$ cat src/logic/imgproc_pkg.sv
package imgproc_pkg;

    // ------------------------------------------------------------------
    // image geometry
    // ------------------------------------------------------------------
    localparam int IMG_W   = 8;
    localparam int IMG_H   = 8;
    localparam int IMG_C   = 32;
    localparam int IMG_PIX = IMG_W * IMG_H * IMG_C;

    // address = channel*64 + y*8 + x
    localparam int ADDR_W  = 11;
    localparam int COORD_W = 3;
    localparam int CH_W    = 6;

    // datapath widths
    localparam int PIX_W = 8;
    localparam int OUT_W = 14;
    // 32 ch * weight 16 * 255 stays below 2^18
    localparam int ACC_W = 18;

    // origin saturates here so the 2x2 tile stays inside the image
    localparam logic [COORD_W-1:0] ORG_MAX = 3'd6;

    // conv rounding, (sum + 8) >> 4
    localparam logic [ACC_W-1:0] CONV_BIAS  = 18'd8;
    localparam int               CONV_SHIFT = 4;

    // ------------------------------------------------------------------
    // encodings
    // ------------------------------------------------------------------
    typedef enum logic [3:0] {
        OP_LOAD    = 4'd0,
        OP_ORG_R   = 4'd1,
        OP_ORG_L   = 4'd2,
        OP_ORG_U   = 4'd3,
        OP_ORG_D   = 4'd4,
        OP_SCALE_D = 4'd5,
        OP_SCALE_U = 4'd6,
        OP_DISPLAY = 4'd7,
        OP_CONV    = 4'd8
    } op_mode_t;

    typedef enum logic [1:0] {
        DEPTH_8  = 2'd0,
        DEPTH_16 = 2'd1,
        DEPTH_32 = 2'd2
    } depth_t;

    // work handed from decode to execute
    typedef enum logic [1:0] {
        CMD_LOAD    = 2'd0,
        CMD_DISPLAY = 2'd1,
        CMD_CONV    = 2'd2
    } cmd_kind_t;

    // ------------------------------------------------------------------
    // block-to-block bundles
    // ------------------------------------------------------------------
    typedef struct packed {
        cmd_kind_t            kind;
        logic [COORD_W-1:0]   origin_x;
        logic [COORD_W-1:0]   origin_y;
        logic [CH_W-1:0]      chan_cnt;
    } exec_cmd_t;

    typedef struct packed {
        logic                 en;
        logic                 we;
        logic [ADDR_W-1:0]    addr;
        logic [PIX_W-1:0]     wdata;
    } mem_req_t;

    typedef struct packed {
        logic                 valid;
        cmd_kind_t            kind;
        logic [ACC_W-1:0]     value;
    } exec_res_t;

endpackage

$ cat src/logic/imgproc_decode.sv
`timescale 1ns/1ps

module imgproc_decode (
    input  logic                   i_clk,
    input  logic                   i_rst_n,
    input  logic                   i_op_valid,
    input  imgproc_pkg::op_mode_t  i_op_mode,
    input  logic                   i_done,
    output logic                   o_op_ready,
    output logic                   o_start,
    output imgproc_pkg::exec_cmd_t o_cmd
);
    import imgproc_pkg::*;

    typedef enum logic [1:0] {
        S_READY,
        S_WAIT,
        S_BUSY
    } state_t;

    state_t             state;
    logic [COORD_W-1:0] org_x;
    logic [COORD_W-1:0] org_y;
    depth_t             depth;

    // opcode classification
    logic               issue;
    cmd_kind_t          issue_kind;

    // active channel count for the current depth
    function automatic logic [CH_W-1:0] depth_chans(input depth_t d);
        case (d)
            DEPTH_8:  return 6'd8;
            DEPTH_16: return 6'd16;
            default:  return 6'd32;
        endcase
    endfunction

    // only load, display and conv need the execute block
    always_comb begin
        issue      = 1'b0;
        issue_kind = CMD_LOAD;
        case (i_op_mode)
            OP_LOAD: begin
                issue      = 1'b1;
                issue_kind = CMD_LOAD;
            end
            OP_DISPLAY: begin
                issue      = 1'b1;
                issue_kind = CMD_DISPLAY;
            end
            OP_CONV: begin
                issue      = 1'b1;
                issue_kind = CMD_CONV;
            end
            default: ;
        endcase
    end

    // ------------------------------------------------------------------
    // op acceptance FSM
    // ------------------------------------------------------------------
    always_ff @(posedge i_clk or negedge i_rst_n) begin
        if (!i_rst_n) begin
            state      <= S_READY;
            o_op_ready <= 1'b0;
            o_start    <= 1'b0;
            o_cmd      <= '0;
            org_x      <= '0;
            org_y      <= '0;
            depth      <= DEPTH_32;
        end else begin
            // both strobes last one cycle
            o_op_ready <= 1'b0;
            o_start    <= 1'b0;
            case (state)
                S_READY: begin
                    o_op_ready <= 1'b1;
                    state      <= S_WAIT;
                end
                S_WAIT: begin
                    if (i_op_valid) begin
                        if (issue) begin
                            o_start        <= 1'b1;
                            o_cmd.kind     <= issue_kind;
                            o_cmd.origin_x <= org_x;
                            o_cmd.origin_y <= org_y;
                            o_cmd.chan_cnt <= depth_chans(depth);
                            state          <= S_BUSY;
                        end else begin
                            // origin, scale and unknown ops finish here
                            state <= S_READY;
                        end
                        case (i_op_mode)
                            OP_ORG_R: if (org_x < ORG_MAX) org_x <= org_x + 3'd1;
                            OP_ORG_L: if (org_x != '0) org_x <= org_x - 3'd1;
                            OP_ORG_U: if (org_y != '0) org_y <= org_y - 3'd1;
                            OP_ORG_D: if (org_y < ORG_MAX) org_y <= org_y + 3'd1;
                            OP_SCALE_D: begin
                                if (depth == DEPTH_32) depth <= DEPTH_16;
                                else if (depth == DEPTH_16) depth <= DEPTH_8;
                            end
                            OP_SCALE_U: begin
                                if (depth == DEPTH_8) depth <= DEPTH_16;
                                else if (depth == DEPTH_16) depth <= DEPTH_32;
                            end
                            default: ;
                        endcase
                    end
                end
                S_BUSY: begin
                    if (i_done) state <= S_READY;
                end
                default: state <= S_READY;
            endcase
        end
    end

endmodule

$ cat config.mk
export PLATFORM = sky130hd
export DESIGN_NAME = imgproc_decode
export DESIGN_NICKNAME = d
export VERILOG_FILES = /design/src/logic/imgproc_pkg.sv /design/src/logic/imgproc_decode.sv
export SDC_FILE = /design/constraint.sdc
export NUM_CORES = 1
export LEC_CHECK = 0
export BUFFER_PORTS_ARGS = -buffer_cell sky130_fd_sc_hd__buf_2
export CORE_MARGIN = 5
export CORE_UTILIZATION = 30
export CTS_BUF_LIST = sky130_fd_sc_hd__clkbuf_4 sky130_fd_sc_hd__clkbuf_8 sky130_fd_sc_hd__clkbuf_16
export DETAILED_ROUTE_END_ITERATION = 8
export GPL_TIMING_DRIVEN = 1
export RECOVER_POWER = 100
export SYNTH_ARGS = -nofsm -noshare
export SYNTH_HDL_FRONTEND = slang
export SYNTH_SLANG_ARGS = --single-unit
export TNS_END_PERCENT = 1
$ cat constraint.sdc
create_clock -name i_clk -period 2 [get_ports i_clk]
set_clock_uncertainty 0.1 [all_clocks]
set_input_delay 0.2 -clock i_clk [delete_from_list [all_inputs] [get_ports i_clk]]
set_output_delay 0.2 -clock i_clk [all_outputs]
set_load 0.05 [all_outputs]
==> impl_metrics.env <==
export IMPL_status="complete, no violations"
export IMPL_p_sw_mw=0.6931
export IMPL_power_leakage_nw=0.6317
export IMPL_finalNonFillerCells=184
export IMPL_hold_viol=0
export IMPL_cts_setup_buffers=0
export IMPL_die_w_um=75.19
export IMPL_ys_warnings_count=0
export IMPL_power_share_combinational=0.384
export IMPL_drc=0
export IMPL_ys_ff_latch=23
export IMPL_holdCritPathClass="in2reg"
export IMPL_n_fill_cell=402
export IMPL_start_util=0.3142
export IMPL_max_slew_margin=0.1587
export IMPL_finalMaxSlewViolations=0
export IMPL_path_class="reg2reg"
export IMPL_critPathLaunchType="flop"
export IMPL_most_common_layout_cells="dfrtp_1 (22), clkbuf_1 (15), nor2_1 (7)"
export IMPL_cp_max_fo=6
export IMPL_grt_pass1_vias=936
export IMPL_yosys_most_used_dff="dfrtp_1"
export IMPL_worst_slew_pin_slew_ns=1.262
export IMPL_finalCriticalPeriod_ns=1.815
export IMPL_syn_to_final_growth_pct=15.51
export IMPL_cts_resized_gates=0
export IMPL_whs_path_depth=2
export IMPL_finalWirelength_um=2467
export IMPL_numCtsBuffers=3
export IMPL_reg2reg_from="org_y[1]"
export IMPL_clkPwrFrac=0.179
export IMPL_root_buffer="clkbuf_8"
export IMPL_end_kind="flop"
export IMPL_worstHoldStart="i_done"
export IMPL_die_h_um=75.19
export IMPL_synth_top_family_by_area="simple AND/OR/NAND/NOR gates"
export IMPL_clkLatencyLatePin_ns=0.26
export IMPL_regToRegEndpoint="org_y[2]"
export IMPL_num_vias=900
export IMPL_gp_congestion=0.7245
export IMPL_row_count=23
export IMPL_place_inst=179
export IMPL_wl_per_cell_um=13.41
export IMPL_synth_compound_area_share=0.1040
export IMPL_grt_usage=0.09652
export IMPL_first_iter_violations=48
export IMPL_r2r_slack_ns=0.19
export IMPL_diodes=0
export IMPL_grt_overflow=0
export IMPL_ctsHtreeMaxLevel=1
export IMPL_async_flop_share=1.000
export IMPL_portBuffers=20
export IMPL_drive_gt1_frac=0.2313
export IMPL_io_pins=24
export IMPL_whs_endpoint="state[1]"
export IMPL_dp_hpwl_um=1918
export IMPL_fin_setup_tns_ns=0
export IMPL_layout_nets=149
export IMPL_p_per_area_nw_per_um2=1113
export IMPL_cts_tree="done"
export IMPL_syn_instance_count=107
export IMPL_synth_distinct_cells=42
export IMPL_synth_area_um2=1275
export IMPL_r2r_cells=5
export IMPL_finalCoreUtilization=0.3629
export IMPL_antenna_found_initial=0
export IMPL_fmax_ghz=0.5510
export IMPL_ir_drop_uv=496.9
export IMPL_layout_commonest_cell="dfrtp_1"
export IMPL_p_sw_frac=0.4229
export IMPL_clk_path_buf_depth=2
export IMPL_synth_xor_area_frac=0.03435
export IMPL_max_cap_violations=0
export IMPL_synth_mux_area_frac=0.1158
export IMPL_rsz0062_at_grt="false"
export IMPL_synth_seq_area_share=0.4524
export IMPL_core_area_um2=4058
export IMPL_vias_per_cell=4.891
export IMPL_die_area_um2=5654
export IMPL_setup_viol=0
export IMPL_crit_arrival_ns=1.90
export IMPL_grt_start_max_net_pins=24
export IMPL_grt_pass1_wl_um=4250
export IMPL_syn_avg_cell_area_um2=11.92
export IMPL_cts_sinks=23
export IMPL_yosys_area_share_adder=0.05888
export IMPL_yosys_area_share_simple=0.1865
export IMPL_required_ns=2.08
export IMPL_post_route_period_util=0.9075
export IMPL_intPower_mw=0.9459
export IMPL_drtPass1Iterations=4
export IMPL_pwr_share_seq=0.437
export IMPL_drtAntennaViolNets=0
export IMPL_clk_pin_slew_ns=0.08
export IMPL_synth_edf_count=0
## synthesized netlist by cell type (2+ instances only)
library cell	instances	area [um^2]
xor2_1	4	35.03
o21ai_0	3	15.01
mux2_1	5	56.30
nor2_1	7	26.28
and3_1	2	12.51
nand2_1	4	15.01
inv_1	4	15.01
nand3b_1	2	15.01
nor3_1	4	20.02
dfrtp_1	22	550.5
nand2b_1	2	12.51
buf_4	5	37.54
o21ai_1	2	10.01
nor4b_4	2	47.55
ha_1	6	75.07
or3_1	2	12.51
mux2_2	5	56.30
mux2i_1	2	20.02
## per-layer routing
layer | global-route usage | vias to the layer above | share of wire
met5 | 0 | - | 0
met4 | 0.02913 | 0 | 0.0069
met3 | 0.02136 | 2 | 0.057
met2 | 0.1547 | 19 | 0.47
met1 | 0.1306 | 444 | 0.47
li1 | - | 435 | -
## cell type report
| type | count | area, um^2 | area share |
|---|---|---|---|
| Tap cell | 50 | 62.56 | 0.04248 |
| Timing Repair Buffer | 27 | 131.4 | 0.08921 |
| Sequential cell | 23 | 576.8 | 0.3917 |
| Inverter | 4 | 15.01 | 0.01020 |
| Multi-Input combinational cell | 76 | 638.1 | 0.4333 |
| Clock buffer | 4 | 48.80 | 0.03314 |
## flip-flops by register name (all words and copies together) (netlist names)
name        flops
depth           2
org_x           3
org_y           3
o_start         1
state           2
o_op_ready      1
o_cmd          11
## how the worst max path moves through the flow
stage | startpoint | end | slack (ns)
4_1_cts | depth[1] | depth[1] | 0.23
6_report | org_y[1] | org_y[2] | 0.19
3_3_place_gp | i_op_mode[3] | org_y[2] | 0.06
2_1_floorplan | i_op_mode[3] | org_y[2] | 0.24
3_5_place_dp | i_op_mode[3] | org_y[2] | -0.02
5_1_grt | depth[1] | depth[0] | 0.06
## critical path: stages, from the launching register on
cell	delay, ns
dfrtp_1	0.44
xnor2_1	0.16
ha_1	0.21
or3_1	0.34
a221oi_1	0.32
xor2_1	0.17
## repair_timing
item,CTS,global route
hold endpoints to repair,22,0
hold buffers,1,0
setup endpoints to repair,0,0
## metrics by stage
stage                     hold WS [ns]  instance area [um^2]  power, mW  worst slack, ns
after floorplan                -0.1956                  1282      1.224           0.2441
after global placement          0.1099                  1448      1.377          0.06171
after detailed placement        0.1109                  1448      1.402         -0.02021
after CTS                      0.01950                  1506      1.706           0.2259
after global routing           0.01867                  1473      1.744          0.06406
final                          0.02617                  1473      1.639           0.1851
## power by group through the flow
| stage | registers [mW] | logic [mW] | clock network [mW] |
|---|---|---|---|
| after CTS | 0.716 | 0.680 | 0.309 |
| after floorplan | 0.949 | 0.276 | 0 |
| after global placement | 0.714 | 0.663 | 0 |
| final | 0.717 | 0.629 | 0.293 |
| after global routing | 0.737 | 0.684 | 0.323 |
| after detailed placement | 0.726 | 0.676 | 0 |
## logic make-up after synthesis
family / count (synthesis)
adder cells (fa/ha/maj): 6
flip-flops: 23
AND/OR/NAND/NOR: 32
buffers and inverters: 10
AO/OA/AOI/OAI: 17
other: 1
XOR/XNOR: 5
multiplexers: 13
No activity file was read; power rests on OpenSTA's default activity.
