$ cat config.mk
export PLATFORM = sky130hd
export DESIGN_NAME = imgproc_result
export DESIGN_NICKNAME = d
export VERILOG_FILES = /design/src/logic/imgproc_pkg.sv /design/src/logic/imgproc_result.sv
export SDC_FILE = /design/constraint.sdc
export NUM_CORES = 1
export LEC_CHECK = 0
export BUFFER_PORTS_ARGS = -buffer_cell sky130_fd_sc_hd__buf_4
export CAP_MARGIN = 20
export CORE_MARGIN = 4
export CORE_UTILIZATION = 40
export DETAILED_ROUTE_END_ITERATION = 8
export PLACE_DENSITY = 0.73
export SLEW_MARGIN = 5
export SYNTH_ARGS = -nofsm -noshare
export SYNTH_HDL_FRONTEND = slang
export SYNTH_SLANG_ARGS = --single-unit
export TNS_END_PERCENT = 1
$ cat constraint.sdc
create_clock -name i_clk -period 1 [get_ports i_clk]
set_input_delay 0.05 -clock i_clk [delete_from_list [all_inputs] [get_ports i_clk]]
set_output_delay 0.05 -clock i_clk [all_outputs]
set_load 0.02 [all_outputs]
$ cat src/logic/imgproc_pkg.sv
package imgproc_pkg;

    // ------------------------------------------------------------------
    // image geometry
    // ------------------------------------------------------------------
    localparam int IMG_W   = 8;
    localparam int IMG_H   = 8;
    localparam int IMG_C   = 32;
    localparam int IMG_PIX = IMG_W * IMG_H * IMG_C;

    // address = channel*64 + y*8 + x
    localparam int ADDR_W  = 11;
    localparam int COORD_W = 3;
    localparam int CH_W    = 6;

    // datapath widths
    localparam int PIX_W = 8;
    localparam int OUT_W = 14;
    // 32 ch * weight 16 * 255 stays below 2^18
    localparam int ACC_W = 18;

    // origin saturates here so the 2x2 tile stays inside the image
    localparam logic [COORD_W-1:0] ORG_MAX = 3'd6;

    // conv rounding, (sum + 8) >> 4
    localparam logic [ACC_W-1:0] CONV_BIAS  = 18'd8;
    localparam int               CONV_SHIFT = 4;

    // ------------------------------------------------------------------
    // encodings
    // ------------------------------------------------------------------
    typedef enum logic [3:0] {
        OP_LOAD    = 4'd0,
        OP_ORG_R   = 4'd1,
        OP_ORG_L   = 4'd2,
        OP_ORG_U   = 4'd3,
        OP_ORG_D   = 4'd4,
        OP_SCALE_D = 4'd5,
        OP_SCALE_U = 4'd6,
        OP_DISPLAY = 4'd7,
        OP_CONV    = 4'd8
    } op_mode_t;

    typedef enum logic [1:0] {
        DEPTH_8  = 2'd0,
        DEPTH_16 = 2'd1,
        DEPTH_32 = 2'd2
    } depth_t;

    // work handed from decode to execute
    typedef enum logic [1:0] {
        CMD_LOAD    = 2'd0,
        CMD_DISPLAY = 2'd1,
        CMD_CONV    = 2'd2
    } cmd_kind_t;

    // ------------------------------------------------------------------
    // block-to-block bundles
    // ------------------------------------------------------------------
    typedef struct packed {
        cmd_kind_t            kind;
        logic [COORD_W-1:0]   origin_x;
        logic [COORD_W-1:0]   origin_y;
        logic [CH_W-1:0]      chan_cnt;
    } exec_cmd_t;

    typedef struct packed {
        logic                 en;
        logic                 we;
        logic [ADDR_W-1:0]    addr;
        logic [PIX_W-1:0]     wdata;
    } mem_req_t;

    typedef struct packed {
        logic                 valid;
        cmd_kind_t            kind;
        logic [ACC_W-1:0]     value;
    } exec_res_t;

endpackage

$ cat src/logic/imgproc_result.sv
`timescale 1ns/1ps

module imgproc_result (
    input  logic                                i_clk,
    input  logic                                i_rst_n,
    input  imgproc_pkg::exec_res_t              i_res,
    output logic                                o_out_valid,
    output logic signed [imgproc_pkg::OUT_W-1:0] o_out_data
);
    import imgproc_pkg::*;

    logic [ACC_W-1:0] rounded;
    logic [OUT_W-1:0] next_data;

    // ------------------------------------------------------------------
    // output formatting
    // ------------------------------------------------------------------
    // conv sum divided by 16, rounded half up
    assign rounded = (i_res.value + CONV_BIAS) >> CONV_SHIFT;

    // display pixels go out unsigned, zero filled
    always_comb begin
        if (i_res.kind == CMD_CONV) begin
            next_data = rounded[OUT_W-1:0];
        end else begin
            next_data = {{(OUT_W - PIX_W){1'b0}}, i_res.value[PIX_W-1:0]};
        end
    end

    // registered stream, data held between samples
    always_ff @(posedge i_clk or negedge i_rst_n) begin
        if (!i_rst_n) begin
            o_out_valid <= 1'b0;
            o_out_data  <= '0;
        end else begin
            o_out_valid <= i_res.valid;
            if (i_res.valid) begin
                o_out_data <= signed'(next_data);
            end
        end
    end

endmodule

==> results of run 1 <==
registers in the layout (all words and copies together), names as in the netlist:
register	count
o_out_valid	1
o_out_data	14
power by group:
| group | switching, uW | internal [uW] | total [uW] |
|---|---|---|---|
| Sequential | 28.6 | 659 | 688 |
| Clock | 204 | 148 | 353 |
| Combinational | 238 | 235 | 473 |
final cells by class:
class	instances	area (um2)	area share
multi-input cells	70	489	0.361
clock inverters	1	5.00	0.00369
well taps	28	35.0	0.0258
repair buffers	52	395	0.292
flip-flops and latches	15	375	0.277
clock buffers	3	22.5	0.0166
inverters	9	33.8	0.0249
metal layers:
layer	vias up	share of wire	global-route usage
met1	421	0.39	0.168
met4	0	0.013	0.0625
li1	442	-	-
met5	-	0	0
met3	2	0.045	0.0325
met2	23	0.56	0.287
worst reg2reg max path, cell delays in order (launching register included):
cell,delay (ns)
sky130_fd_sc_hd__dfrtp_1,0.39
sky130_fd_sc_hd__nor2b_1,0.13
sky130_fd_sc_hd__a31oi_1,0.19
sky130_fd_sc_hd__o21ai_0,0.11
synth_stat cells (all sizes together):
cell type,n,area share
a31oi,5,0.034
buf,2,0.011
clkbuf,1,0.0041
dfrtp,15,0.41
ha,1,0.014
inv,9,0.037
mux2,1,0.012
nand2,9,0.037
nand2b,1,0.0069
nand3,4,0.041
nand4,3,0.034
nor2,6,0.025
nor2b,5,0.034
nor3,5,0.038
nor4,2,0.027
o21ai,7,0.038
o22ai,8,0.069
xnor2,13,0.12
how the worst max path moves through the flow:
| stage | cells past startpoint | slack (ns) | to | startpoint |
|---|---|---|---|---|
| after floorplan | 5 | 0.02 | o_out_data[13] | i_res[3] |
| after global placement | 6 | -0.13 | o_out_data[13] | i_res[3] |
| after detailed placement | 6 | -0.17 | o_out_data[13] | i_res[3] |
| after CTS | 3 | 0.07 | o_out_data[5] | o_out_data[5] |
| after global routing | 3 | 0.05 | o_out_data[5] | o_out_data[5] |
| final | 3 | 0.06 | o_out_data[5] | o_out_data[5] |
metrics by stage:
| step | area (um2) | total power [uW] |
|---|---|---|
| after detailed placement | 1310 | 1170 |
| final | 1360 | 1510 |
| after global placement | 1310 | 1160 |
| after CTS | 1360 | 1530 |
| after floorplan | 912 | 907 |
| after global routing | 1360 | 1600 |
what timing repair did:
action,4_1_cts,5_1_grt
buffers inserted,0,0
hold endpoints to repair,16,0
hold buffers,2,0
cells by family (layout without fill, tap and decap cells):
kind of cell / after synthesis / count (layout)
DFF: 15 / 15
muxes: 1 / 1
buffers and inverters: 12 / 65
xor gates and xnor gates: 13 / 13
and+or+nand+nor: 35 / 35
AOI/OAI and AO/OA: 20 / 20
adders and majority gates: 1 / 1
==> key figures, run 1 <==
Global routing
  • Number of global-route vias before repair: 879
  • Maximum number of pins on one net before global-route repair: 16
  • Total congestion overflow: 0
  • Global-route wire length before repair: 3.78 mm
  • Number of antenna violations at the first check in global routing: 0
  • Total GRT Usage: 0.155

Clock network
  • H-tree levels: 1
  • Post-cts gate resize count: 0
  • Clock insertion delay at the later pin of the skew report: 0.28 ns
  • Clock tree from TritonCTS: built
  • Maximum clock path buffer count: 2
  • Clock-pin transition on the worst setup and hold timing paths: 0.10 ns
  • Buffer cell driving the clock tree root: sky130_fd_sc_hd__clkbuf_4
  • CTS buffer count: 3
  • Sinks on Clock Net: 15

Synthesis
  • Yosys reg bits: 15
  • Main combinational cell family by area after synthesis: simple AND/OR/NAND/NOR gates
  • Syn Area/Cell: 9.40 um2
  • Post-synthesis compound-gate area fraction: 0.141
  • Sequential share of the synthesized area: 0.412
  • Multiplexer fraction of the synthesized cell area: 0.0123
  • Synth Cell Area: 912 um2
  • Share of synthesized cell area in and, or, nand and nor gates: 0.244
  • Adder and majority gate portion of the synthesized area: 0.0137
  • Number of distinct library cells after synthesis: 24
  • Net count after synthesis: 121
  • XOR/XNOR Fraction of Synth Area: 0.125
  • Gate count of the mapped netlist: 97
  • Syn. warnings: 0

Critical path
  • CP max stage cell: sky130_fd_sc_hd__dfrtp_1
  • Critical path endpoint category: flip-flop
  • Signal arrival time at the worst endpoint: 1.09 ns
  • Cell type group with the largest total delay on the critical path: flip-flops
  • Cells traversed along the worst timing path: nor2b_1, a31oi_1, o21ai_0
  • Worst Setup Path Type: reg -> reg
  • R2R Path End: o_out_data[5]
  • Highest fanout seen on the critical path: 2
  • Worst Reg-to-Reg Cells: 3
  • Buf+Inv Stages, Crit Path: 0
  • RR Startpoint: o_out_data[5]
  • Register-to-Register Setup Slack: 0.06 ns
  • Required time of the critical path: 1.16 ns
  • Critical Path Start Type: flip-flop
  • Maximum cell stage delay along the critical path: 0.39 ns

Place
  • Count of placed standard cells including taps: 172
  • DP Wirelength: 1.88 mm
  • Count of buffers inserted at the top-level ports: 37
  • Pre-CTS WS: -0.175 ns
  • Final estimated routing congestion in global placement: 0.781

Floorplan
  • Initial standard-cell utilization of the core: 0.416
  • Die area: 3110 um2
  • Standard-cell rows: 17
  • Placeable core area: 2190 um2
  • Die Y-Extent: 55.8 um
  • I/O pin total: 38
  • Floorplan die width: 55.8 um

STA
  • Measured slew at the worst slew-check pin: 0.371 ns
  • Clock tree skew after final layout: 0 ns
  • Final number of setup-violating endpoints: 0
  • Minimum clock period: 0.936 ns
  • Final worst setup slack: 0.0639 ns
  • Portion of the clock cycle consumed by the worst path in the final layout: 0.936
  • Final Slew Violations: 0
  • Slew Limit Headroom: 0.752
  • Max Freq: 1.07 GHz
  • Unrepaired setup endpoints after global routing: no
  • Hold slack: 0.0275 ns
  • Final-layout setup total negative slack: 0 ns
  • Final hold vios: 0

Routing
  • Wire per inst: 12.9 um
  • Post-detailed-route count of antenna-violating nets: 0
  • Total iterations of the first detailed-routing run: 4
  • Routed vias: 888
  • Violation count after the first detailed-routing iteration: 12
  • Via-to-Cell Ratio: 4.99
  • Detailed Route WL: 2.30 mm
  • DRC: 0

Job
  • # Max-Cap Violations: 0

Min path
  • Worst hold path startpoint: i_res[0]
  • Hold/Removal Path Class: in -> reg
  • WHS Path Cells: 3
  • Endpoint with the worst hold slack: o_out_data[0]

Pwr
  • Worst vdd ir: 0.679 mV
  • Total power per unit cell area: 1120 nW/um2
  • Leakage power total: 0.000603 uW

Final layout
  • Number of diodes: 0
  • Final net count: 175
  • Commonest non-fill, non-tap cells in the layout: sky130_fd_sc_hd__buf_4 (50), sky130_fd_sc_hd__dfrtp_1 (15), sky130_fd_sc_hd__xnor2_1 (13)
  • Share of layout cells above drive strength 1: 0.433
  • FILL cells: 202
  • Most common cell after layout, fill and taps aside: sky130_fd_sc_hd__buf_4
  • Core occupancy in the finished layout: 0.619
  • Synth-to-Final Area Change: 48.7%
  • Final standard cell count with taps included and fillers excluded: 178

Status
  • Run status: completed
(Power assumes the default switching activity.)
==> run 2: changes to the inputs <==
--- a/config.mk
+++ b/config.mk
@@ -11,6 +11,7 @@
 export CORE_UTILIZATION = 40
 export DETAILED_ROUTE_END_ITERATION = 8
 export PLACE_DENSITY = 0.73
+export RECOVER_POWER = 50
 export SLEW_MARGIN = 5
 export SYNTH_ARGS = -nofsm -noshare
 export SYNTH_HDL_FRONTEND = slang
==> key figures, run 2 (synthesized netlist as in run 1, its figures left out) <==
Routing
  • Routed vias: 881
  • Via-to-Cell Ratio: 4.95
  • Total iterations of the first detailed-routing run: 4
  • Wire per inst: 12.9 um
  • Post-detailed-route count of antenna-violating nets: 0
  • Violation count after the first detailed-routing iteration: 13
  • DRC: 0
  • Detailed Route WL: 2.30 mm

Final layout
  • Final net count: 175
  • Register with the most flip-flops: o_out_data
  • Multi-input gate area in the final layout: 478 um2
  • Area taken by flip-flops and latches: 375 um2
  • FILL cells: 206
  • Share of layout cells above drive strength 1: 0.420
  • Flip-flop count of the largest register, all copies and words added: 14
  • Number of diodes: 0
  • Core occupancy in the finished layout: 0.612
  • Commonest non-fill, non-tap cells in the layout: sky130_fd_sc_hd__buf_4 (48), sky130_fd_sc_hd__dfrtp_1 (15), sky130_fd_sc_hd__xnor2_1 (13)
  • Synth-to-Final Area Change: 46.9%
  • Final standard cell count with taps included and fillers excluded: 178
  • Biggest registers after layout: o_out_data x14, o_out_valid x1
  • Most common cell after layout, fill and taps aside: sky130_fd_sc_hd__buf_4

STA
  • Final Slew Violations: 0
  • Final-layout setup total negative slack: 0 ns
  • Slew Limit Headroom: 0.746
  • Unrepaired setup endpoints after global routing: no
  • Clock tree skew after final layout: 0 ns
  • Measured slew at the worst slew-check pin: 0.379 ns
  • Final hold vios: 0
  • Final number of setup-violating endpoints: 0
  • Minimum clock period: 0.942 ns
  • Portion of the clock cycle consumed by the worst path in the final layout: 0.942
  • Max Freq: 1.06 GHz

Place
  • Count of buffers inserted at the top-level ports: 37
  • Final estimated routing congestion in global placement: 0.781
  • DP Wirelength: 1.88 mm
  • Count of placed standard cells including taps: 172

Min path
  • Endpoint with the worst hold slack: o_out_data[0]
  • Worst hold path startpoint: i_res[0]
  • Hold/Removal Path Class: in -> reg
  • WHS Path Cells: 3

Job
  • # Max-Cap Violations: 0

Critical path
  • R2R Path End: o_out_data[5]
  • RR Startpoint: o_out_data[5]
  • Highest fanout seen on the critical path: 2
  • Worst Reg-to-Reg Cells: 3
  • Register-to-Register Setup Slack: 0.06 ns
  • Worst Setup Path Type: reg -> reg
  • Signal arrival time at the worst endpoint: 1.10 ns
  • Critical Path Start Type: flip-flop
  • Required time of the critical path: 1.16 ns
  • Critical path endpoint category: flip-flop

Pwr
  • Total Power: 1510 uW
  • Worst vdd ir: 0.678 mV
  • Total power per unit cell area: 1130 nW/um2
  • Leakage power total: 0.000597 uW

Clock network
  • Maximum clock path buffer count: 2
  • Sinks on Clock Net: 15
  • Buffer cell driving the clock tree root: sky130_fd_sc_hd__clkbuf_4
  • CTS buffer count: 3
  • Post-cts gate resize count: 0
  • H-tree levels: 1
  • Clock-pin transition on the worst setup and hold timing paths: 0.10 ns
  • Clock insertion delay at the later pin of the skew report: 0.29 ns
  • Clock tree from TritonCTS: built

Floorplan
  • Floorplan die width: 55.8 um
  • Standard-cell rows: 17
  • Die Y-Extent: 55.8 um
  • Placeable core area: 2190 um2
  • Die area: 3110 um2
  • I/O pin total: 38
  • Initial standard-cell utilization of the core: 0.416

Global routing
  • Total congestion overflow: 0
  • Global-route wire length before repair: 3.78 mm
  • Maximum number of pins on one net before global-route repair: 16
  • Number of antenna violations at the first check in global routing: 0
  • Total GRT Usage: 0.155
  • Number of global-route vias before repair: 879

Status
  • Run status: completed
run 2: metrics by stage:
step | worst slack (ns) | area (um2) | hold slack, ns
6_report | 0.0578 | 1340 | 0.0206
5_1_grt | 0.0403 | 1340 | 0.0304
4_1_cts | 0.0670 | 1360 | 0.0267
3_5_place_dp | -0.175 | 1310 | -0.0833
3_3_place_gp | -0.132 | 1310 | -0.0857
2_1_floorplan | 0.0165 | 912 | -0.246
run 2: area by class of cell:
cell class | count | area share
clock buffers | 3 | 0.0168
clock inverters | 1 | 0.00373
inverters | 9 | 0.0252
multi-input cells | 70 | 0.357
flip-flops and latches | 15 | 0.280
well taps | 28 | 0.0261
repair buffers | 52 | 0.291
run 2: where the power goes:
group	switching [uW]	total (uW)	leakage, uW	internal, uW
clock	211	359	0.0000177	149
combinational	235	467	0.000390	231
sequential	29.2	688	0.000189	659
total	475	1510	0.000597	1040
run 2: worst max-delay path by stage:
stage                        startpoint             end
after floorplan                i_res[3]  o_out_data[13]
after global placement         i_res[3]  o_out_data[13]
after detailed placement       i_res[3]  o_out_data[13]
after CTS                 o_out_data[5]   o_out_data[5]
after global routing      o_out_data[5]   o_out_data[5]
final                     o_out_data[5]   o_out_data[5]
run 2: critical path, stage by stage (launching register included):
cell and delay, ns:
sky130_fd_sc_hd__dfrtp_1 0.39, sky130_fd_sc_hd__nor2b_1 0.13, sky130_fd_sc_hd__a31oi_1 0.20, sky130_fd_sc_hd__o21ai_0 0.11
run 2: repair_timing:
action,in CTS,in global routing
hold buffers,2,0
hold endpoints to repair,16,0
setup buffers,0,0
run 2: routing by layer:
layer  vias to the layer above  wire length, um  track usage
li1                        439                -            -
met1                       415              899        0.168
met2                        22             1250        0.287
met3                         5              102       0.0325
met4                         0               43       0.0625
met5                         -                0            0
