**src/logic/imgproc_pkg.sv**
```systemverilog
package imgproc_pkg;

    // ------------------------------------------------------------------
    // image geometry
    // ------------------------------------------------------------------
    localparam int IMG_W   = 8;
    localparam int IMG_H   = 8;
    localparam int IMG_C   = 32;
    localparam int IMG_PIX = IMG_W * IMG_H * IMG_C;

    // address = channel*64 + y*8 + x
    localparam int ADDR_W  = 11;
    localparam int COORD_W = 3;
    localparam int CH_W    = 6;

    // datapath widths
    localparam int PIX_W = 8;
    localparam int OUT_W = 14;
    // 32 ch * weight 16 * 255 stays below 2^18
    localparam int ACC_W = 18;

    // origin saturates here so the 2x2 tile stays inside the image
    localparam logic [COORD_W-1:0] ORG_MAX = 3'd6;

    // conv rounding, (sum + 8) >> 4
    localparam logic [ACC_W-1:0] CONV_BIAS  = 18'd8;
    localparam int               CONV_SHIFT = 4;

    // ------------------------------------------------------------------
    // encodings
    // ------------------------------------------------------------------
    typedef enum logic [3:0] {
        OP_LOAD    = 4'd0,
        OP_ORG_R   = 4'd1,
        OP_ORG_L   = 4'd2,
        OP_ORG_U   = 4'd3,
        OP_ORG_D   = 4'd4,
        OP_SCALE_D = 4'd5,
        OP_SCALE_U = 4'd6,
        OP_DISPLAY = 4'd7,
        OP_CONV    = 4'd8
    } op_mode_t;

    typedef enum logic [1:0] {
        DEPTH_8  = 2'd0,
        DEPTH_16 = 2'd1,
        DEPTH_32 = 2'd2
    } depth_t;

    // work handed from decode to execute
    typedef enum logic [1:0] {
        CMD_LOAD    = 2'd0,
        CMD_DISPLAY = 2'd1,
        CMD_CONV    = 2'd2
    } cmd_kind_t;

    // ------------------------------------------------------------------
    // block-to-block bundles
    // ------------------------------------------------------------------
    typedef struct packed {
        cmd_kind_t            kind;
        logic [COORD_W-1:0]   origin_x;
        logic [COORD_W-1:0]   origin_y;
        logic [CH_W-1:0]      chan_cnt;
    } exec_cmd_t;

    typedef struct packed {
        logic                 en;
        logic                 we;
        logic [ADDR_W-1:0]    addr;
        logic [PIX_W-1:0]     wdata;
    } mem_req_t;

    typedef struct packed {
        logic                 valid;
        cmd_kind_t            kind;
        logic [ACC_W-1:0]     value;
    } exec_res_t;

endpackage

```
**src/logic/imgproc_execute.sv**
```systemverilog
`timescale 1ns/1ps

module imgproc_execute (
    input  logic                          i_clk,
    input  logic                          i_rst_n,
    input  logic                          i_start,
    input  imgproc_pkg::exec_cmd_t        i_cmd,
    input  logic                          i_in_valid,
    input  logic [imgproc_pkg::PIX_W-1:0] i_in_data,
    output logic                          o_in_ready,
    output imgproc_pkg::mem_req_t         o_req,
    input  logic [imgproc_pkg::PIX_W-1:0] i_rdata,
    output imgproc_pkg::exec_res_t        o_res,
    output logic                          o_done
);
    import imgproc_pkg::*;

    typedef enum logic [1:0] {
        S_IDLE,
        S_LOAD,
        S_RUN
    } state_t;

    state_t             state;
    exec_cmd_t          cmd_r;
    logic [ADDR_W-1:0]  load_cnt;
    // kernel x/y, channel, tile position
    logic [1:0]         kx;
    logic [1:0]         ky;
    logic [CH_W-1:0]    ch;
    logic [1:0]         pos;

    logic               is_conv;
    logic               ch_last;
    logic               win_last;
    logic               sum_first;
    logic               sum_last;
    logic               run_last;
    logic               load_last;
    logic [3:0]         tx_raw;
    logic [3:0]         ty_raw;
    logic               pad;
    logic [COORD_W-1:0] tap_x;
    logic [COORD_W-1:0] tap_y;

    // read-return stage
    logic               s1_valid;
    logic               s1_end;
    logic               s1_pad;
    logic               s1_first;
    logic               s1_last;
    logic [1:0]         s1_shift;
    logic [PIX_W-1:0]   s1_pix;
    logic [ACC_W-1:0]   weighted;
    logic [ACC_W-1:0]   acc;
    logic [ACC_W-1:0]   acc_sum;
    logic               res_end;

    // ------------------------------------------------------------------
    // tap address and padding
    // ------------------------------------------------------------------
    assign is_conv   = (cmd_r.kind == CMD_CONV);
    assign ch_last   = (ch == cmd_r.chan_cnt - 6'd1);
    assign win_last  = (kx == 2'd2) && (ky == 2'd2);
    assign sum_first = (kx == 2'd0) && (ky == 2'd0) && (ch == '0);
    assign sum_last  = win_last && ch_last;
    // display walks only the center tap
    assign run_last  = (pos == 2'd3) && ch_last && (win_last || !is_conv);
    assign load_last = i_in_valid && (load_cnt == ADDR_W'(IMG_PIX - 1));

    // coordinate plus one, so 0 means left of the image
    assign tx_raw = {1'b0, cmd_r.origin_x} + {3'b000, pos[0]} + {2'b00, kx};
    assign ty_raw = {1'b0, cmd_r.origin_y} + {3'b000, pos[1]} + {2'b00, ky};
    assign pad    = (tx_raw == 4'd0) || (tx_raw > IMG_W) ||
                    (ty_raw == 4'd0) || (ty_raw > IMG_H);
    assign tap_x  = tx_raw[2:0] - 3'd1;
    assign tap_y  = ty_raw[2:0] - 3'd1;

    assign o_in_ready = (state == S_LOAD);

    always_comb begin
        o_req = '0;
        if (state == S_LOAD) begin
            o_req.en    = i_in_valid;
            o_req.we    = 1'b1;
            o_req.addr  = load_cnt;
            o_req.wdata = i_in_data;
        end else if (state == S_RUN) begin
            // padded taps never touch the memory
            o_req.en   = !pad;
            o_req.addr = {ch[4:0], tap_y, tap_x};
        end
    end

    // ------------------------------------------------------------------
    // sequencer
    // ------------------------------------------------------------------
    always_ff @(posedge i_clk or negedge i_rst_n) begin
        if (!i_rst_n) begin
            state    <= S_IDLE;
            cmd_r    <= '0;
            load_cnt <= '0;
            kx       <= '0;
            ky       <= '0;
            ch       <= '0;
            pos      <= '0;
        end else begin
            case (state)
                S_IDLE: begin
                    if (i_start) begin
                        cmd_r    <= i_cmd;
                        load_cnt <= '0;
                        ch       <= '0;
                        pos      <= '0;
                        kx       <= (i_cmd.kind == CMD_CONV) ? 2'd0 : 2'd1;
                        ky       <= (i_cmd.kind == CMD_CONV) ? 2'd0 : 2'd1;
                        state    <= (i_cmd.kind == CMD_LOAD) ? S_LOAD : S_RUN;
                    end
                end
                S_LOAD: begin
                    if (i_in_valid) load_cnt <= load_cnt + 11'd1;
                    if (load_last) state <= S_IDLE;
                end
                S_RUN: begin
                    if (run_last) state <= S_IDLE;
                    if (!is_conv) begin
                        // display, tile position inside channel
                        pos <= pos + 2'd1;
                        if (pos == 2'd3) ch <= ch + 6'd1;
                    end else if (kx != 2'd2) begin
                        kx <= kx + 2'd1;
                    end else begin
                        kx <= 2'd0;
                        if (ky != 2'd2) begin
                            ky <= ky + 2'd1;
                        end else begin
                            ky <= 2'd0;
                            if (!ch_last) begin
                                ch <= ch + 6'd1;
                            end else begin
                                ch  <= '0;
                                pos <= pos + 2'd1;
                            end
                        end
                    end
                end
                default: state <= S_IDLE;
            endcase
        end
    end

    // ------------------------------------------------------------------
    // read return, weighting and accumulate
    // ------------------------------------------------------------------
    always_ff @(posedge i_clk or negedge i_rst_n) begin
        if (!i_rst_n) begin
            s1_valid <= 1'b0;
            s1_end   <= 1'b0;
        end else begin
            s1_valid <= (state == S_RUN);
            s1_end   <= ((state == S_RUN) && run_last) || ((state == S_LOAD) && load_last);
        end
    end

    // tags travel with the read in flight
    always_ff @(posedge i_clk) begin
        s1_pad   <= pad;
        s1_first <= sum_first;
        s1_last  <= sum_last;
        // kernel 1 2 1 / 2 4 2 / 1 2 1 as a shift count
        s1_shift <= {1'b0, kx == 2'd1} + {1'b0, ky == 2'd1};
        if (s1_valid && is_conv) acc <= acc_sum;
    end

    assign s1_pix   = s1_pad ? '0 : i_rdata;
    assign weighted = {{(ACC_W - PIX_W){1'b0}}, s1_pix} << s1_shift;
    assign acc_sum  = (s1_first ? '0 : acc) + weighted;

    // one result per display sample or finished conv sum
    always_ff @(posedge i_clk or negedge i_rst_n) begin
        if (!i_rst_n) begin
            o_res   <= '0;
            res_end <= 1'b0;
            o_done  <= 1'b0;
        end else begin
            o_res.valid <= s1_valid && (!is_conv || s1_last);
            o_res.kind  <= cmd_r.kind;
            o_res.value <= is_conv ? acc_sum : {{(ACC_W - PIX_W){1'b0}}, s1_pix};
            res_end     <= s1_end;
            o_done      <= res_end;
        end
    end

endmodule

```
**config.mk**
```make
export PLATFORM = sky130hd
export DESIGN_NAME = imgproc_execute
export DESIGN_NICKNAME = d
export VERILOG_FILES = /design/src/logic/imgproc_pkg.sv /design/src/logic/imgproc_execute.sv
export SDC_FILE = /design/constraint.sdc
export NUM_CORES = 1
export LEC_CHECK = 0
export BUFFER_PORTS_ARGS = -buffer_cell sky130_fd_sc_hd__buf_4
export CELL_PAD_IN_SITES_DETAIL_PLACEMENT = 1
export CELL_PAD_IN_SITES_GLOBAL_PLACEMENT = 1
export CORE_ASPECT_RATIO = 1.4
export CORE_MARGIN = 2
export CORE_UTILIZATION = 30
export CTS_CLUSTER_DIAMETER = 150
export DETAILED_ROUTE_END_ITERATION = 10
export GPL_ROUTABILITY_DRIVEN = 0
export GPL_TIMING_DRIVEN = 0
export PLACE_DENSITY = 0.59
export SLEW_MARGIN = 0
export SYNTH_ARGS = -nofsm -noshare
export SYNTH_HDL_FRONTEND = slang
export SYNTH_SLANG_ARGS = --single-unit
export TNS_END_PERCENT = 100
```
**constraint.sdc**
```tcl
create_clock -name i_clk -period 6.7 [get_ports i_clk]
set_clock_uncertainty 0.05 [all_clocks]
set_input_delay 0.67 -clock i_clk [delete_from_list [all_inputs] [get_ports i_clk]]
set_output_delay 0.67 -clock i_clk [all_outputs]
set_load 0.01 [all_outputs]
```
==> results of run 1 <==
logic make-up (layout without fill, tap and decap cells):
| group | Yosys count | count (layout) | share of synthesized area [%] |
|---|---|---|---|
| XOR/XNOR | 36 | 36 | 6.058 |
| adder cells (fa/ha/maj) | 28 | 28 | 7.452 |
| AO/OA/AOI/OAI | 110 | 110 | 14.01 |
| AND/OR/NAND/NOR | 202 | 202 | 20.41 |
| flip-flops | 87 | 87 | 43.08 |
| buffers and inverters | 53 | 146 | 4.014 |
| multiplexers | 23 | 23 | 4.976 |
synthesized netlist by cell type (10+ instances only):
library cell	count
nor2_1	46
a21oi_1	19
nor2b_1	19
mux2_2	13
and3_1	13
xnor2_1	15
nand3_1	11
a22o_1	10
ha_1	23
clkbuf_1	22
inv_1	23
nand2_1	45
nand2b_1	16
nand4_1	11
edfxtp_1	18
xor2_1	21
dfrtp_1	64
o21ai_0	34
per-layer routing:
metal	up-vias	wire length [um]
met1	2108	6218
met4	0	338
met5	-	0
met3	23	441
met2	76	7862
li1	2076	-
worst reg2reg max path, stage by stage (launching register included):
cell and delay, ns:
dfxtp_1 0.46, clkbuf_1 0.46, clkbuf_1 0.52, nor2b_1 0.12
ha_1 0.37, a211oi_1 0.38, o211ai_1 0.16, o21ai_0 0.49
a211oi_1 0.18, xnor2_1 0.29, nor2_1 0.06
worst max-delay path by stage:
| stage | from | endpoint |
|---|---|---|
| 3_5_place_dp | s1_first$_DFF_P_ | acc[13]$_DFFE_PP_ |
| 6_report | s1_first$_DFF_P_ | acc[13]$_DFFE_PP_ |
| 5_1_grt | s1_first$_DFF_P_ | acc[13]$_DFFE_PP_ |
| 2_1_floorplan | ky[0]$_DFFE_PN0P_ | o_req[20] |
| 4_1_cts | s1_first$_DFF_P_ | acc[13]$_DFFE_PP_ |
| 3_3_place_gp | s1_first$_DFF_P_ | acc[13]$_DFFE_PP_ |
report_power, final:
group | internal [uW] | switching (uW) | leakage [uW]
Combinational | 29.1 | 34.5 | 0.00172
Sequential | 542 | 0.674 | 0.00101
Clock | 260 | 216 | 0.000140
Total | 831 | 251 | 0.00286
state kept, by name, summed over array words and instances, names as in the netlist:
name / count
o_res: 21
acc: 18
cmd_r: 14
load_cnt: 11
ch: 6
kx: 2
ky: 2
pos: 2
s1_shift: 2
state: 2
o_done: 1
res_end: 1
s1_end: 1
s1_first: 1
s1_last: 1
s1_pad: 1
s1_valid: 1
per-stage QoR:
step                setup WS [ns]  instance area (um^2)  utilization [%]
CTS                         2.844                  6354            36.97
detailed placement          2.894                  6078            35.36
finish                      2.894                  6354            36.97
global route                2.606                  6354            36.97
global placement            2.949                  6078            35.36
floorplan                   3.740                  5205                -
area by class of cell:
type / count / area (um^2) / area share, %
plain buffers: 29 / 118.9 / 1.871
clock buffers: 10 / 239.0 / 3.761
clock inverters: 6 / 36.28 / 0.5711
inverters: 24 / 90.09 / 1.418
multi-input cells: 399 / 2754 / 43.34
flip-flops and latches: 87 / 2242 / 35.29
well taps: 236 / 295.3 / 4.647
repair buffers: 77 / 578.1 / 9.098
placed cells by master (no fill, tap or decap), drive strengths merged, types with 18 or more instances in the layout:
cell type   n
clkbuf     32
ha         23
a21oi      19
edfxtp     18
nand2      46
xor2       21
nor2b      19
buf        84
inv        23
dfrtp      64
nor2       46
o21ai      36
==> flow_metrics.tcl, run 1 <==
set metrics [dict create \
    status "completed" \
    dieHeight_um 159.9 \
    synth_top_area_share_pct 30.77 \
    ios 78 \
    layoutNonFillerInstCount 868 \
    synthFlopType "dfrtp_1" \
    worst-path-stages 10 \
    routedWlPerCell_um 17.12 \
    holdBufCountCts 0 \
    diodes 0 \
    yosysUniqueCellTypes 62 \
    synth_area_leaders "dfrtp_1 (31%), edfxtp_1 (10%), ha_1 (5.5%), xor2_1 (3.5%), nor2_1 (3.3%)" \
    ctsResizeCount 0 \
    clock-sinks 87 \
    fmax_mhz 262.7 \
    p_total_uw 1082 \
    relSlewSlack_pct 36.54 \
    synthToLayoutAreaGrowth_pct 22.07 \
    crit_family "compound AO/OA/AOI/OAI gates" \
    die_x_um 115.3 \
    core_area_mm2 0.01719 \
    grt_pass1_vias 4644 \
    syn-cell-area_mm2 0.005205 \
    ff2ff_path_depth 10 \
    rsz0062_at_grt "no" \
    busiest_layer "met2" \
    grt_use_met1_pct 20.37 \
    setup_viol 0 \
    grt_pass1_wl_um 24220 \
    final_hold_viol_count 0 \
    grt_max_degree 65 \
    root_buffer "clkbuf_16" \
    worst_path_max_delay_cell "clkbuf_1" \
    nets 689 \
    viasPerCell 4.934 \
    powerDensity_mw_per_mm2 170.3 \
    first_pass_iters 4 \
    syn_inst 539 \
    synth_edf_count 18 \
    portBuffers 77 \
    cp.buffers_inverters 2 \
    htree_levels 3 \
    p_leak_uw 0.002864 \
    grtUsageTotal_pct 16.83 \
    grt_use_met3_pct 2.808 \
    cts_tree "yes" \
    arrival_ns 3.84 \
    r2r_slack_ns 2.89 \
    fillers 1995 \
    use_met2_pct 29.74 \
    wl_um 14860 \
    clock_path_buffers 2 \
    ant_nets 0 \
    r2r-start "s1_first$_DFF_P_" \
    hp-start "s1_end$_DFF_PN0_" \
    critPathLaunchType "register" \
    slowest_delay_ns 0.52 \
    clk_pin_slew_worst_paths_ns 0.06 \
    vias 4283 \
    hold_depth 0 \
    holdPathEnd "res_end$_DFF_PN0_" \
    numCtsBuffers 9 \
    grt_antenna_before_repair 0 \
    die-area_mm2 0.01843 \
    drc_errors 0 \
    crit_chain "clkbuf_1, clkbuf_1, nor2b_1, ha_1, a211oi_1, o211ai_1, o21ai_0, a211oi_1, xnor2_1, nor2_1" \
    finalSetupTns_ns 0 \
    grt_overflow_total 0 \
    placementRows 57 \
    crit_path_end_kind "register" \
    drt-initial-drc-count 128 \
    synth_async_sr_flop_share_pct 73.56 \
    syn-num-nets 601 \
    ys_ff_latch 87 \
    hpwl_um 11260 \
    worst_slew_pin_slew_ns 0.9518 \
    r2r_end "acc[13]$_DFFE_PP_" \
    ys_seq_area_share_pct 43.08 \
    critPathKind "register to register" \
    synth_top_cell_by_area "dfrtp_1" \
    drive_gt1_share_pct 19.46 \
    slew_viol_final 0 \
    cp_max_fo 10 \
    hp-class "register to register" \
    clock_latency_ns 0.35 \
    hold_slack_ns 0.2997 \
    worstPathRequired_ns 6.73 \
    syn-mean-instance-area_um2 9.657 \
    cap_violations 0 \
    dp.cells 852 \
    ir_drop_mv 0.07695 \
    min_period_ns 3.806 \
    period_share_pct 56.81 \
    start_util_pct 30.28 \
    postCtsSetupRepairBufs 0 \
    ys.warnings.count 0 \
]
Note: power is estimated with default switching activity, not from simulation.
==> run 2, diff against run 1 <==
Settings changed: PLACE_DENSITY 0.59 to 0.61.
Clock period 6.7 ns to 3.25 ns, I/O delays scaled along.
==> run 2 against run 1 <==
The run now ends with negative hold slack left; final area grew 1.3%; worst setup slack lost 2.7 ns; register-to-register slack lost 2.7 ns; critical endpoint is now acc[12]$_DFFE_PP_; non-clock buffer count grew 2; die area is the same; largest cell class unchanged.
==> flow_metrics.tcl, run 2 (synthesis gave the netlist of run 1 again) <==
set metrics [dict create \
    status "complete, but fails checks" \
    violations "negative hold slack" \
    ios 78 \
    dieHeight_um 159.9 \
    cp_max_fo 10 \
    htree_levels 3 \
    relSlewSlack_pct 35.76 \
    p_leak_uw 0.002892 \
    holdBufCountCts 0 \
    drc_errors 0 \
    r2r_slack_ns 0.20 \
    dp.cells 852 \
    final_hold_viol_count 6 \
    wl_um 14690 \
    setup_viol 0 \
    grt_overflow_total 0 \
    place_worst_setup_slack_ns -0.5082 \
    grt_pass1_vias 4722 \
    finalSetupTns_ns 0 \
    grtUsageTotal_pct 16.75 \
    die_x_um 115.3 \
    most-common-layout-cells "buf_4 (80), dfrtp_1 (61), nor2_1 (46)" \
    vias 4323 \
    final_core_util_pct 37.46 \
    clock_path_buffers 2 \
    critPathKind "register to register" \
    drt-initial-drc-count 134 \
    die-area_mm2 0.01843 \
    clk_pin_slew_worst_paths_ns 0.07 \
    hp-class "input pin to asynchronous set/reset pin" \
    reg_top3 "o_res x21, acc x18, cmd_r x14" \
    first_pass_iters 4 \
    numCtsBuffers 9 \
    ant_nets 0 \
    hold_slack_ns -0.01463 \
    nets 691 \
    ir_drop_mv 0.1711 \
    fillers 1985 \
    placementRows 57 \
    powerDensity_mw_per_mm2 349.8 \
    fmax_mhz 327.8 \
    slew_viol_final 0 \
    portBuffers 77 \
    grt_antenna_before_repair 0 \
    top_register "o_res" \
    grt_pass1_wl_um 24160 \
    largest_reg_flops 21 \
    synthToLayoutAreaGrowth_pct 23.70 \
    rsz0062_at_grt "yes" \
    clock-sinks 87 \
    fin_ws_ns 0.1989 \
    min_period_ns 3.051 \
    start_util_pct 30.28 \
    routedWlPerCell_um 16.89 \
    layout_commonest_cell "buf_4" \
    worst_slew_pin_slew_ns 0.9636 \
    clock_latency_ns 0.36 \
    cap_violations 0 \
    worstPathRequired_ns 3.35 \
    critPathLaunchType "register" \
    hpwl_um 10980 \
    viasPerCell 4.969 \
    root_buffer "clkbuf_16" \
    layoutNonFillerInstCount 870 \
    crit_path_end_kind "register" \
    cts_tree "yes" \
    diodes 0 \
    arrival_ns 3.15 \
    core_area_mm2 0.01719 \
    drive_gt1_share_pct 23.19 \
    period_share_pct 93.88 \
    grt_max_degree 65 \
]
==> run 2: changes by cell type in the layout (fill, tap and decap cells not counted), sizes merged <==
cell	delta
clkinvlp	+1
inv	+3
clkbuf	-2
buf	+4
clkinv	-4
==> run 2: final cells by class <==
cell class / instances / area [um^2] / share of cell area [%]
clock inverter: 6 / 43.79 / 0.6801
sequential: 87 / 2248 / 34.92
clock buffer: 10 / 229.0 / 3.556
timing repair buffer: 80 / 604.3 / 9.386
buffer: 28 / 131.4 / 2.040
inverter: 24 / 90.09 / 1.399
tap: 236 / 295.3 / 4.586
multi-input combinational: 399 / 2796 / 43.43
==> run 2: layer usage <==
metal / part of all wire [%] / track usage, %
met1: 41 / 19.37
met2: 54 / 30.75
met3: 3.0 / 3.188
met4: 1.8 / 4.765
met5: 0 / 0
==> run 2: stage by stage <==
stage / instance area (um^2) / power (uW)
CTS: 6360 / 2287
detailed placement: 6078 / 1273
global route: 6439 / 2347
finish: 6439 / 2252
global placement: 6078 / 1270
floorplan: 5205 / 1196
==> run 2: critical path, cell delays in order, from the launching register on <==
cell and delay [ns]:
dfxtp_1 0.40, clkbuf_4 0.23, nor4b_2 0.30, ha_1 0.25, inv_1 0.07, fa_1 0.41
nor2b_1 0.16, o21ai_2 0.10, a21oi_2 0.20, o221a_2 0.22, clkbuf_4 0.20, nand4_1 0.12
o311ai_0 0.13
==> run 2: power breakdown <==
group / internal, uW / switching [uW]
Sequential: 1120 / 1.19
Combinational: 61.1 / 71.8
Clock: 525 / 476
==> run 2: what timing repair did <==
item / CTS / global route
setup buffers: 0 / 3
pin swaps: 0 / 3
gates resized for setup: 8 / 27
endpoints found under the setup margin: 21 / 20
==> run 2: final timing paths <==
check,startpoint,end,depth (start not counted)
max,s1_pad$_DFF_P_,acc[12]$_DFFE_PP_,12
max in group asynchronous,i_rst_n,kx[0]$_DFFE_PN0P_,1
min,i_rst_n,o_res[2]$_DFF_PN0_,1
min in group i_clk,i_cmd[1],cmd_r[1]$_DFFE_PN0P_,3
max reg2reg,s1_pad$_DFF_P_,acc[12]$_DFFE_PP_,12
min reg2reg,s1_end$_DFF_PN0_,res_end$_DFF_PN0_,0
